$ cat src/source/fetch_pkg.sv
// Fetch subsystem package: data widths, cache geometry and vector types
`default_nettype none

package fetch_pkg;

  // Datapath widths
  localparam int unsigned XLEN       = 32;
  localparam int unsigned LINE_WORDS = 4;
  localparam int unsigned LINE_W     = LINE_WORDS * XLEN;

  // Cache geometry
  localparam int unsigned NUM_WAYS = 2;
  localparam int unsigned NUM_SETS = 16;

  // Address split: tag | index | byte offset
  localparam int unsigned OFFSET_W = 4;
  localparam int unsigned INDEX_W  = 4;
  localparam int unsigned TAG_W    = XLEN - INDEX_W - OFFSET_W;

  // Fetch address
  typedef logic [XLEN-1:0] addr_t;

  // One full cache line
  typedef logic [LINE_W-1:0] line_t;

  // Stored tag
  typedef logic [TAG_W-1:0] tag_t;

  // Set index
  typedef logic [INDEX_W-1:0] index_t;

  // One bit per way, for hits and victim selection
  typedef logic [NUM_WAYS-1:0] way_mask_t;

endpackage

`default_nettype wire

$ cat src/source/fetch_req_ctrl.sv
// Fetch request controller: PC to address handshake, line back to the fetch stage
`default_nettype none

module fetch_req_ctrl (
  input  logic             clk_i,
  input  logic             rst_n_i,
  input  logic             flush_i,
  // Fetch stage side
  input  fetch_pkg::addr_t pc_i,
  input  logic             read_req_i,
  output fetch_pkg::line_t line_o,
  output logic             read_done_o,
  // Cache side
  output fetch_pkg::addr_t addr_o,
  output logic             addr_valid_o,
  input  logic             addr_ready_i,
  input  fetch_pkg::line_t line_i,
  input  logic             data_valid_i,
  output logic             data_ready_o
);

  import fetch_pkg::*;

  typedef enum logic [1:0] {
    RESET,
    WAIT_REQ,
    ADDR_BUSY,
    WAIT_DATA
  } state_t;

  state_t state_q, state_d;
  addr_t  saved_pc_q;
  logic   addr_sel;

  // Capture PC only when it is put on the bus, not while a saved one waits
  always_ff @(posedge clk_i) begin
    if (addr_valid_o && !addr_sel) begin
      saved_pc_q <= pc_i;
    end
  end

  // Live PC on a fresh request, saved PC while stalled
  assign addr_o = addr_sel ? saved_pc_q : pc_i;

  // Line goes straight through to the fetch stage
  assign line_o = line_i;

  // State register, flush overrides everything
  always_ff @(posedge clk_i or negedge rst_n_i) begin
    if (!rst_n_i) begin
      state_q <= RESET;
    end else if (flush_i) begin
      state_q <= WAIT_REQ;
    end else begin
      state_q <= state_d;
    end
  end

  // Next state
  always_comb begin
    state_d = state_q;
    case (state_q)
      RESET: begin
        state_d = WAIT_REQ;
      end
      WAIT_REQ: begin
        if (read_req_i) begin
          state_d = addr_ready_i ? WAIT_DATA : ADDR_BUSY;
        end
      end
      // Holds the request so read_req_i may drop early
      ADDR_BUSY: begin
        if (addr_ready_i) begin
          state_d = WAIT_DATA;
        end
      end
      WAIT_DATA: begin
        if (data_valid_i) begin
          if (!read_req_i) begin
            state_d = WAIT_REQ;
          end else begin
            // Next request chained onto the completing one
            state_d = addr_ready_i ? WAIT_DATA : ADDR_BUSY;
          end
        end
      end
      default: begin
        state_d = RESET;
      end
    endcase
  end

  // Outputs
  always_comb begin
    addr_valid_o = 1'b0;
    data_ready_o = 1'b0;
    read_done_o  = 1'b0;
    addr_sel     = 1'b0;
    case (state_q)
      WAIT_REQ: begin
        addr_valid_o = read_req_i;
      end
      ADDR_BUSY: begin
        addr_valid_o = 1'b1;
        addr_sel     = 1'b1;
      end
      WAIT_DATA: begin
        data_ready_o = 1'b1;
        read_done_o  = data_valid_i;
        addr_valid_o = data_valid_i && read_req_i;
      end
      default: begin
        addr_valid_o = 1'b0;
      end
    endcase
  end

  // A stalled address must not move until the cache takes it
  a_addr_stable: assert property (
    @(posedge clk_i) disable iff (!rst_n_i)
    (addr_valid_o && !addr_ready_i && !flush_i) |=> $stable(addr_o)
  );

endmodule

`default_nettype wire

$ cat config.mk
export PLATFORM = sky130hd
export DESIGN_NAME = fetch_req_ctrl
export DESIGN_NICKNAME = d
export VERILOG_FILES = /design/src/source/fetch_pkg.sv /design/src/source/fetch_req_ctrl.sv
export SDC_FILE = /design/constraint.sdc
export NUM_CORES = 1
export LEC_CHECK = 0
export ABC_AREA = 1
export BUFFER_PORTS_ARGS = -buffer_cell sky130_fd_sc_hd__buf_2
export CORE_AREA = 2 2 128 130
export DETAILED_ROUTE_END_ITERATION = 16
export DIE_AREA = 0 0 130 132
export PLACE_DENSITY_LB_ADDON = 0.05
export RECOVER_POWER = 25
export SETUP_SLACK_MARGIN = 0.3
export SLEW_MARGIN = 20
export SYNTH_ARGS = -nofsm -noshare
export SYNTH_HDL_FRONTEND = slang
export SYNTH_SLANG_ARGS = --single-unit
$ cat constraint.sdc
create_clock -name clk_i -period 2.5 [get_ports clk_i]
set_input_delay 0.5 -clock clk_i [delete_from_list [all_inputs] [get_ports clk_i]]
set_output_delay 0.5 -clock clk_i [all_outputs]
set_load 0.02 [all_outputs]
# ---- Word level (Yosys, flattened, before mapping)
# Cells that the tools add are included.
dict set report word_totals {
  regBits 34
  inputBits 166
  output_inout_bits 163
  wordCells 25
}
dict set report op_classes {
  n_eq_ne 6
  n_mux 12
  n_reduce_logical 5
}
# operator n
set ops {}
lappend ops {{32-bit 2-to-1 mux} 1}
lappend ops {{2-bit 2-to-1 mux} 5}
lappend ops {{3-bit inequality test, second input constant} 3}
lappend ops {{2-bit case mux with 4 select lines} 1}
lappend ops {{2-bit equality test, second input constant} 2}
lappend ops {{1-bit 2-to-1 mux} 4}
lappend ops {{1-bit case mux with 3 select lines} 1}
lappend ops {{3-bit AND reduction} 1}
lappend ops {{2-bit by 1-bit equality test with 1-bit output, second input constant} 1}
lappend ops {{1-bit logical AND} 2}
lappend ops {{2-bit zero test} 1}
lappend ops {{1-bit zero test} 1}

# ---- Logic depth before layout (Yosys ltp)
# Gate-level depths: netlist of run 1.
dict set report depth {
  ltp_word 5
  ltp_mapped 6
  depth_no_buf 5
}

# ---- Worst setup path before layout of run 1
# No wires, ideal clock.
dict set report synth_path {
  path_type {input-to-reg}
  startpoint {input port read_req_i}
  endpoint {register saved_pc_q[0], enable pin}
  setup_time_ns 0.421
  arrival_time_ns 1.932
  required_ns 2.079
  slack_ns 0.147
  stages 2
  path_buffers 0
  cell_sequence {nand2_1 nor2_1}
}
dict set report synth_between {
  elab_chain_cells 3
}
# element line_no
set synth_lines {}
lappend synth_lines {{start, declared} fetch_req_ctrl.sv:10} ;# input logic read_req_i,
lappend synth_lines {{1-bit logical AND} fetch_req_ctrl.sv:110} ;# addr_valid_o = data_valid_i && read_req_i;
lappend synth_lines {{1-bit case mux with 3 select lines (*)} fetch_req_ctrl.sv:99} ;# case (state_q)
lappend synth_lines {{1-bit logical AND (*)} fetch_req_ctrl.sv:37} ;# if (addr_valid_o && !addr_sel) begin
lappend synth_lines {{end signal, assigned} fetch_req_ctrl.sv:38} ;# saved_pc_q <= pc_i;
lappend synth_lines {{end, declared} fetch_req_ctrl.sv:32} ;# addr_t saved_pc_q;
# Every way passes the cells marked *; elsewhere a longest branch is shown, timed or not.
# A chain may end at the register's enable or synchronous reset.

# ---- Worst setup path after layout of run 1
dict set report layout_path {
  startpoint {register state_q[0]}
  endpoint {output port addr_o[10]}
}
dict set report layout_between {
  elab_chain_cells 3
}
# element line_no
set layout_lines {}
lappend layout_lines {{start, declared} fetch_req_ctrl.sv:31} ;# state_t state_q, state_d;
lappend layout_lines {{start signal, assigned} fetch_req_ctrl.sv:55} ;# state_q <= state_d;
lappend layout_lines {{2-bit equality test} fetch_req_ctrl.sv:99}
lappend layout_lines {{1-bit 2-to-1 mux} fetch_req_ctrl.sv:99}
lappend layout_lines {{32-bit 2-to-1 mux} fetch_req_ctrl.sv:43} ;# assign addr_o = addr_sel ? saved_pc_q : pc_i;
lappend layout_lines {{end, declared} fetch_req_ctrl.sv:14} ;# output fetch_pkg::addr_t addr_o,
# Every way passes these cells.

==> PnR_summary.wiki, run 1 <==
{| class="wikitable"
! Metric !! Value
|-
| Outcome || completed
|-
| Non-filler instance count after layout || 457
|-
| Clock Sink Count || 34
|-
| Final Worst Setup Slack || 0.467 ns
|-
| Hold violation total from the final report || 0
|-
| Share of the yosys chip area belonging to registers || 40.3%
|-
| Post-Syn Instances || 290
|-
| Core Rows || 46
|-
| Drc violations || 0
|-
| Crit path kind || reg2out
|-
| Max-cap check violation count || 0
|-
| Height of the die || 132 um
|-
| TritonCTS Buffers || 5
|-
| Remaining number of nets flagged by the antenna check after routing || 0
|-
| Wire length reported by the detailed router || 7990 um
|-
| Tightest slew margin relative to the limit || 72.9%
|-
| Fraction of layout cells with a size suffix above 1 || 26.1%
|-
| I/O pin total || 329
|-
| Number of warnings issued by yosys || 0
|-
| Slew at the pin closest to its max-slew limit || 0.406 ns
|-
| Final-layout worst hold slack || 0.404 ns
|-
| Layout area overhead || -9.09%
|-
| Most common library cell in the layout ignoring fill and taps || sky130_fd_sc_hd__nand2_1
|-
| Post-layout total power || 1.63 mW
|-
| Number of global-route vias before repair || 1,492
|-
| Power per standard cell area || 715 mW/mm^2
|-
| Synthesized area divided by synthesized cell count || 8.64 um^2
|-
| Total Routing Usage GR || 8.95%
|-
| Largest voltage drop on the vdd net || 0.000212 V
|-
| DR iter-0 viols || 50
|-
| Yosys cell types || 14
|-
| Setup repair after global routing missed its margin || no
|-
| Hold WC Path Type || in2reg
|-
| Sequential Area || 0.00101 mm^2
|-
| Placeable core region || 0.0157 mm^2
|-
| Remaining global-route overflow || 0
|-
| Die W || 130 um
|-
| CP Capture Type || primary output
|-
| Number of buffers inserted by port buffering || 72
|-
| Buffers inserted during post-CTS setup optimization || 0
|-
| Worst R2R Start || state_q[1]
|-
| Placed cell areas || 0.00216 mm^2
|-
| Minimum setup slack after placement || 0.508 ns
|-
| Gpl congestion || 0.650
|-
| Initial core utilization || 15.9%
|-
| Arrival time worst endpoint || 1.53 ns
|-
| Total area of multi-input combinational cells || 459 um^2
|-
| Post-layout instance area || 0.00228 mm^2
|-
| Start point of the critical path || state_q[0]
|-
| Routed wirelength normalized by instance count || 17.5 um
|-
| Count of endpoints failing setup in the final report || 0
|-
| Launch point of the worst hold path || pc_i[9]
|-
| Post-synthesis net count || 456
|-
| Source-to-sink clock delay at the later pin of the worst-skew pair || 0.29 ns
|-
| Die Outline Area || 0.0172 mm^2
|-
| Commonest cells after routing, fill and taps aside || sky130_fd_sc_hd__nand2_1, sky130_fd_sc_hd__buf_2, sky130_fd_sc_hd__edfxtp_1, sky130_fd_sc_hd__clkbuf_1
|-
| CTS H-tree depth || 2
|-
| Total via count after detailed routing || 1,460
|-
| Sum Neg Setup Slack || 0 ns
|-
| Synthesized flop and latch total || 34
|-
| Initial antenna violation count || 1
|-
| Final critical delay including setup and external delays || 2.03 ns
|-
| TritonCTS clock tree || done
|-
| Synth Cell Area || 0.00251 mm^2
|-
| Nature of the critical path startpoint || flop
|-
| Clk root buf || sky130_fd_sc_hd__clkbuf_16
|-
| Portion of the clock cycle consumed by the worst path in the final layout || 81.3%
|-
| Antenna diode count || 0
|-
| Post-DR vias/cell || 3.19
|-
| Number of buffers on the longest clock path || 2
|-
| Largest net degree at the start of global routing || 34
|-
| Worst-case clock skew || 0.00589 ns
|-
| Worst endpoint required time || 2.00 ns
|-
| Net count reported at finish || 406
|-
| Detail Placement HPWL || 6320 um
|-
| First-pass detailed-route iteration total || 4
|-
| Global-route wire length before repair || 10,900 um
|-
| Clock Pin Slew Worst Setup and Hold Paths || 0.06 ns
|-
| Upper clock frequency limit || 492 MHz
|-
| Placed cells || 448
|-
| Lkg Pwr || 0.995 nW
|-
| Total of fill cells in the finished design || 1,790
|-
| Max-slew violations || 0
|-
| Maximum fanout along the worst path || 19
|-
| Final design utilization || 14.5%
|}
## synthesized netlist by cell type, drive strengths merged
cell type	n	area (um^2)
o21ai	1	5.00
buf	134	1020
dfrtp	2	50.1
nand4	1	6.26
nor2	6	30.0
o21a	1	7.51
inv	7	26.3
nand2	104	390
nand3	1	5.00
edfxtp	32	961
nand3b	1	7.51
## final timing paths
check | slack (ns) | endpoint | depth (start not counted)
setup / recovery | 0.47 | addr_o[10] | 5
hold / removal | 0.40 | saved_pc_q[9] | 1
setup reg to reg | 1.15 | saved_pc_q[13] | 4
hold reg to reg | 0.68 | state_q[0] | 3
max in group asynchronous | 1.85 | state_q[1] | 2
min in group asynchronous | 0.52 | state_q[0] | 2
## layout make-up
class | count | area share [%]
repair buffers | 77 | 16.3
clock buffers | 6 | 5.66
well taps | 216 | 11.9
multi-input cells | 115 | 20.2
inverters | 7 | 1.26
flip-flops and latches | 34 | 44.4
clock inverters | 2 | 0.384
## worst max-delay path: stages, from the launching register on
cell,delay (ns)
sky130_fd_sc_hd__dfrtp_1,0.44
sky130_fd_sc_hd__nor2_4,0.17
sky130_fd_sc_hd__buf_4,0.27
sky130_fd_sc_hd__nand2_1,0.12
sky130_fd_sc_hd__nand2_1,0.08
sky130_fd_sc_hd__buf_2,0.16
## flip-flops by register name, indices dropped and copies added, names as in the netlist
signal / count
saved_pc_q: 32
state_q: 2
## power by group
part / leakage (nW) / switching [mW] / internal (mW)
Combinational: 0.599 / 0.212 / 0.0937
Sequential: 0.327 / 0.0161 / 0.685
Clock: 0.0683 / 0.258 / 0.365
Total: 0.995 / 0.486 / 1.14
## layer usage
layer / part of all wire [%] / global-route usage (%) / vias up / routed length (um)
met5: 0.15 / 0 / - / 12
met3: 17 / 6.74 / 34 / 1370
met1: 32 / 8.71 / 624 / 2560
met2: 47 / 14.2 / 127 / 3770
met4: 3.3 / 3.88 / 2 / 265
li1: - / - / 673 / -
## cell families after synthesis
logic type | count (synthesis) | share of synthesized area, %
compound gates | 2 | 0.499
simple gates | 113 | 17.5
buf+inv | 141 | 41.6
flops | 34 | 40.3
## timing repair
action                                  4_1_cts  5_1_grt
endpoints found under the hold margin         2        0
hold buffers                                  1        0
endpoints found under the setup margin       33        0
gates resized for setup                       1        0
Power figures use the tool's default switching activity.
==> run 2, diff against run 1 <==
CORE_AREA = 2 2 126 128   (was 2 2 128 130)
DIE_AREA = 0 0 128 130   (was 0 0 130 132)
clock period = 1.9 ns   (was 2.5 ns; I/O delays follow)
==> PnR_summary.wiki, run 2 (synthesized netlist as in run 1, its figures left out) <==
{| class="wikitable"
! Metric !! Value
|-
| Sequential Area || 0.00101 mm^2
|-
| Largest net degree at the start of global routing || 33
|-
| Number of global-route vias before repair || 1,528
|-
| Height of the die || 130 um
|-
| Most common library cell in the layout ignoring fill and taps || sky130_fd_sc_hd__nand2_1
|-
| Detail Placement HPWL || 7390 um
|-
| CP Capture Type || primary output
|-
| Number of buffers on the longest clock path || 2
|-
| Total area of multi-input combinational cells || 459 um^2
|-
| Largest voltage drop on the vdd net || 0.000246 V
|-
| Reg-to-reg setup timing slack || 0.65 ns
|-
| I/O pin total || 329
|-
| Total of fill cells in the finished design || 1,779
|-
| Layout area overhead || -2.35%
|-
| Net count reported at finish || 415
|-
| Buffer and inverter count on the worst path || 3
|-
| Core Rows || 46
|-
| Gpl congestion || 0.641
|-
| Hold WC Path Type || in2reg
|-
| Outcome || completed
|-
| Remaining number of nets flagged by the antenna check after routing || 0
|-
| Initial core utilization || 16.2%
|-
| Cell Chain, Critical Path || nor2_4, buf_4, clkbuf_16, nand2_1, nand2_1, clkbuf_4
|-
| Wire length reported by the detailed router || 9610 um
|-
| Critical path's top delay family || buffers and inverters
|-
| Launch point of the worst hold path || pc_i[23]
|-
| CTS H-tree depth || 2
|-
| Cell with the largest stage delay on the worst path || sky130_fd_sc_hd__dfrtp_2
|-
| Max-slew violations || 0
|-
| Number of cell instances on the worst register-to-register path || 4
|-
| Drc violations || 0
|-
| Count of endpoints failing setup in the final report || 0
|-
| Clock Pin Slew Worst Setup and Hold Paths || 0.06 ns
|-
| End point of the worst hold path || saved_pc_q[23]
|-
| Hold-critical path depth || 1
|-
| Lkg Pwr || 1.08 nW
|-
| Upper clock frequency limit || 536 MHz
|-
| Sum Neg Setup Slack || 0 ns
|-
| Power per standard cell area || 903 mW/mm^2
|-
| Number of buffers inserted by port buffering || 72
|-
| Worst R2R Start || state_q[1]
|-
| Slew at the pin closest to its max-slew limit || 0.338 ns
|-
| Tightest slew margin relative to the limit || 77.4%
|-
| TritonCTS clock tree || done
|-
| DR iter-0 viols || 60
|-
| Biggest regs || saved_pc_q (32), state_q (2)
|-
| Post-DR vias/cell || 3.42
|-
| Placeable core region || 0.0154 mm^2
|-
| Global-route wire length before repair || 12,000 um
|-
| Crit path kind || reg2out
|-
| Worst-case clock skew || 0.00287 ns
|-
| Worst reg2reg endpoint || saved_pc_q[18]
|-
| Start point of the critical path || state_q[0]
|-
| Setup repair after global routing missed its margin || yes
|-
| Hold violation total from the final report || 0
|-
| Biggest cell delay along the critical path || 0.43 ns
|-
| Portion of the clock cycle consumed by the worst path in the final layout || 98.2%
|-
| Die W || 128 um
|-
| Clk root buf || sky130_fd_sc_hd__clkbuf_16
|-
| Antenna diode count || 0
|-
| Source-to-sink clock delay at the later pin of the worst-skew pair || 0.29 ns
|-
| Clock Sink Count || 34
|-
| Fraction of layout cells with a size suffix above 1 || 27.6%
|-
| Number of flip-flops under the largest register name || 32
|-
| First-pass detailed-route iteration total || 4
|-
| Nature of the critical path startpoint || flop
|-
| Routed wirelength normalized by instance count || 21.7 um
|-
| Total via count after detailed routing || 1,511
|-
| Arrival time worst endpoint || 1.49 ns
|-
| Die Outline Area || 0.0166 mm^2
|-
| Max-cap check violation count || 0
|-
| Worst path most repeated cell || sky130_fd_sc_hd__nand2_1
|-
| Post-layout total power || 2.21 mW
|-
| Total Routing Usage GR || 10.5%
|-
| Initial antenna violation count || 1
|-
| Final critical delay including setup and external delays || 1.87 ns
|-
| Worst endpoint required time || 1.52 ns
|-
| Commonest cells after routing, fill and taps aside || sky130_fd_sc_hd__nand2_1, sky130_fd_sc_hd__edfxtp_1, sky130_fd_sc_hd__buf_4, sky130_fd_sc_hd__clkbuf_1, sky130_fd_sc_hd__buf_2
|-
| TritonCTS Buffers || 5
|-
| Register ranked first by flip-flop count || saved_pc_q
|-
| Remaining global-route overflow || 0
|-
| Maximum fanout along the worst path || 11
|}
==> run 2: cell types whose count changed in the layout (fill, tap and decap cells not counted), sizes merged <==
cell / previous run / this run
clkbuf: 28 / 33
buf: 54 / 57
clkinv: 2 / 3
==> run 2: worst reg2reg max path: stages, from the launching register on <==
cell and delay (ns):
sky130_fd_sc_hd__dfrtp_1 0.39, sky130_fd_sc_hd__inv_2 0.09, sky130_fd_sc_hd__nor2_1 0.10, sky130_fd_sc_hd__nor2_4 0.11, sky130_fd_sc_hd__buf_12 0.24
==> run 2: area by class of cell <==
type | count | area share (%)
Clock buffer | 5 | 5.11
Clock inverter | 3 | 0.460
Inverter | 7 | 1.07
Multi-Input combinational cell | 115 | 18.8
Sequential cell | 34 | 41.4
Tap cell | 192 | 9.82
Timing Repair Buffer | 86 | 23.4
==> run 2: worst max path at each step <==
| stage | endpoint | slack, ns | cells past startpoint |
|---|---|---|---|
| 2_1_floorplan | saved_pc_q[0] | 0.46 | 3 |
| 3_3_place_gp | addr_o[28] | 0.30 | 6 |
| 3_5_place_dp | addr_o[5] | 0.32 | 7 |
| 4_1_cts | addr_o[5] | 0.02 | 7 |
| 5_1_grt | addr_o[6] | -0.06 | 6 |
| 6_report | addr_o[6] | 0.03 | 6 |
==> run 2: layer usage <==
metal / routed length (um) / global-route usage [%] / share of wire [%] / vias up
met3: 1910 / 10.1 / 20 / 36
met1: 2890 / 9.33 / 30 / 641
met5: 13 / 0 / 0.14 / -
met2: 4480 / 16.3 / 47 / 144
li1: - / - / - / 688
met4: 301 / 4.85 / 3.1 / 2
==> run 2: timing repair <==
item / CTS / global route
hold buffers: 1 / 0
endpoints found under the hold margin: 2 / 0
gates cloned: 0 / 2
pin swaps: 1 / 1
setup buffers: 1 / 5
setup endpoints to repair: 33 / 33
resized for setup: 1 / 26
==> run 2: where the power goes <==
part           switching [mW]  internal, mW
registers              0.0210         0.902
clock network           0.323         0.472
logic                   0.303         0.189
==> run 2: through the flow <==
step                hold WS [ns]  cells  util, %  cell area (um^2)  setup WS [ns]
floorplan                 0.0844    290        -              2510          0.456
global placement           0.180    425     14.1              2170          0.301
detailed placement         0.179    425     14.1              2170          0.321
CTS                        0.266    435     15.1              2330         0.0215
global route               0.269    442     15.9              2450        -0.0638
finish                     0.282    442     15.9              2450         0.0348
==> run 3, diff against run 2 <==
--- a/config.mk
+++ b/config.mk
@@ -11,4 +11,5 @@
 export DETAILED_ROUTE_END_ITERATION = 16
 export DIE_AREA = 0 0 128 130
+export MAX_ROUTING_LAYER = met4
 export PLACE_DENSITY_LB_ADDON = 0.05
 export RECOVER_POWER = 25
==> constraint.sdc (replaced) <==
create_clock -name clk_i -period 1.9 [get_ports clk_i]
set_input_delay 0.38 -clock clk_i [delete_from_list [all_inputs] [get_ports clk_i]]
set_output_delay 0.38 -clock clk_i [all_outputs]
set_load 0.005 [all_outputs]
==> PnR_summary.wiki, run 3 (synthesized netlist as in run 1, its figures left out) <==
{| class="wikitable"
! Metric !! Value
|-
| Minimum setup slack after placement || 0.349 ns
|-
| Biggest regs || saved_pc_q (32), state_q (2)
|-
| Total Routing Usage GR || 10.9%
|-
| Upper clock frequency limit || 558 MHz
|-
| Most common library cell in the layout ignoring fill and taps || sky130_fd_sc_hd__nand2_1
|-
| Arrival time worst endpoint || 1.41 ns
|-
| DR iter-0 viols || 56
|-
| Tightest slew margin relative to the limit || 80.2%
|-
| Register ranked first by flip-flop count || saved_pc_q
|-
| Worst R2R Start || state_q[0]
|-
| Number of flip-flops under the largest register name || 32
|-
| Max-slew violations || 0
|-
| Start point of the critical path || state_q[0]
|-
| Initial antenna violation count || 1
|-
| TritonCTS Buffers || 5
|-
| Die W || 128 um
|-
| Number of cell instances on the worst register-to-register path || 4
|-
| Worst endpoint required time || 1.52 ns
|-
| Detail Placement HPWL || 7390 um
|-
| Slew at the pin closest to its max-slew limit || 0.295 ns
|-
| Wire length reported by the detailed router || 9500 um
|-
| Sum Neg Setup Slack || 0 ns
|-
| Lkg Pwr || 1.08 nW
|-
| Clk root buf || sky130_fd_sc_hd__clkbuf_16
|-
| Remaining global-route overflow || 0
|-
| Net count reported at finish || 417
|-
| Final Worst Setup Slack || 0.108 ns
|-
| Setup repair after global routing missed its margin || yes
|-
| Placeable core region || 0.0154 mm^2
|-
| Height of the die || 130 um
|-
| Post-DR vias/cell || 3.42
|-
| Final critical delay including setup and external delays || 1.79 ns
|-
| Largest voltage drop on the vdd net || 0.000286 V
|-
| Core Rows || 46
|-
| Capture point of the critical path || addr_o[5]
|-
| Source-to-sink clock delay at the later pin of the worst-skew pair || 0.28 ns
|-
| Portion of the clock cycle consumed by the worst path in the final layout || 94.3%
|-
| Worst-case clock skew || 0.00381 ns
|-
| Worst reg2reg endpoint || saved_pc_q[27]
|-
| Post-layout total power || 2.11 mW
|-
| Initial core utilization || 16.2%
|-
| Clock Pin Slew Worst Setup and Hold Paths || 0.06 ns
|-
| Commonest cells after routing, fill and taps aside || sky130_fd_sc_hd__nand2_1, sky130_fd_sc_hd__buf_2, sky130_fd_sc_hd__edfxtp_1, sky130_fd_sc_hd__clkbuf_1, sky130_fd_sc_hd__nand2_2
|-
| Post-layout instance area || 0.00245 mm^2
|-
| Reg-to-reg setup timing slack || 0.59 ns
|-
| Crit path kind || reg2out
|-
| Number of buffers on the longest clock path || 2
|-
| Number of global-route vias before repair || 1,565
|-
| Layout area overhead || -2.40%
|-
| Outcome || completed
|-
| Global-route wire length before repair || 12,000 um
|-
| Fraction of layout cells with a size suffix above 1 || 31.7%
|-
| Number of buffers inserted by port buffering || 72
|-
| Max-cap check violation count || 0
|-
| Drc violations || 0
|-
| Total via count after detailed routing || 1,524
|-
| CTS H-tree depth || 2
|-
| Power per standard cell area || 863 mW/mm^2
|-
| Placed cell areas || 0.00217 mm^2
|-
| Gpl congestion || 0.630
|-
| I/O pin total || 329
|-
| Hold WC Path Type || in2reg
|-
| Nature of the critical path startpoint || flop
|-
| Remaining number of nets flagged by the antenna check after routing || 0
|-
| Count of endpoints failing setup in the final report || 0
|-
| First-pass detailed-route iteration total || 4
|-
| TritonCTS clock tree || done
|-
| Largest net degree at the start of global routing || 33
|-
| Routed wirelength normalized by instance count || 21.3 um
|-
| Hold violation total from the final report || 0
|-
| Die Outline Area || 0.0166 mm^2
|-
| Clock Sink Count || 34
|-
| CP Capture Type || primary output
|-
| Final-layout worst hold slack || 0.285 ns
|-
| Maximum fanout along the worst path || 5
|}
run 3: worst min path at each step:
stage / slack, ns / start / cells past startpoint / endpoint
CTS: 0.27 / pc_i[20] / 1 / saved_pc_q[20]
floorplan: 0.08 / rst_n_i / 0 / state_q[0]
global placement: 0.18 / rst_n_i / 1 / state_q[1]
detailed placement: 0.18 / rst_n_i / 1 / state_q[1]
finish: 0.29 / pc_i[20] / 1 / saved_pc_q[20]
global route: 0.27 / pc_i[2] / 1 / saved_pc_q[2]
run 3: worst max-delay path, stage by stage, from the launching register on:
cell and delay [ns]:
sky130_fd_sc_hd__dfrtp_1 0.41, sky130_fd_sc_hd__nor2_4 0.19, sky130_fd_sc_hd__buf_12 0.15, sky130_fd_sc_hd__clkbuf_16 0.15, sky130_fd_sc_hd__nand2_2 0.04, sky130_fd_sc_hd__nand2_1 0.07, sky130_fd_sc_hd__buf_2 0.12
run 3: final cells by class:
class / instances / area, um^2
repair buffers: 88 / 548
inverters: 7 / 26.3
flip-flops and latches: 34 / 1010
well taps: 192 / 240
diodes: 1 / 2.50
clock inverters: 3 / 11.3
clock buffers: 5 / 125
fillers: 1786 / 13000
multi-input cells: 115 / 482
run 3: per-stage QoR:
step | utilization, % | cells
floorplan | - | 290
global route | 15.9 | 445
finish | 15.9 | 445
CTS | 15.2 | 437
global placement | 14.1 | 425
detailed placement | 14.1 | 425
run 3: what timing repair did:
item	in CTS	in global routing
setup buffers	3	4
pin swaps	1	8
setup endpoints to repair	33	33
hold buffers	1	0
resized for setup	0	11
gates cloned	0	3
endpoints found under the hold margin	2	0
run 3: power breakdown:
part           internal, mW  leakage (nW)  switching [mW]  total (mW)
clock network         0.473        0.0663           0.324       0.797
logic                 0.173         0.684           0.218       0.392
registers             0.902         0.327          0.0217       0.923
total                  1.55          1.08           0.564        2.11
run 3: metal layers:
metal,vias up,GRT usage (%),share of wire (%)
li1,694,-,-
met1,650,9.34,30
met2,146,16.4,46
met3,34,9.64,20
met4,0,5.24,3.6
met5,-,-,0
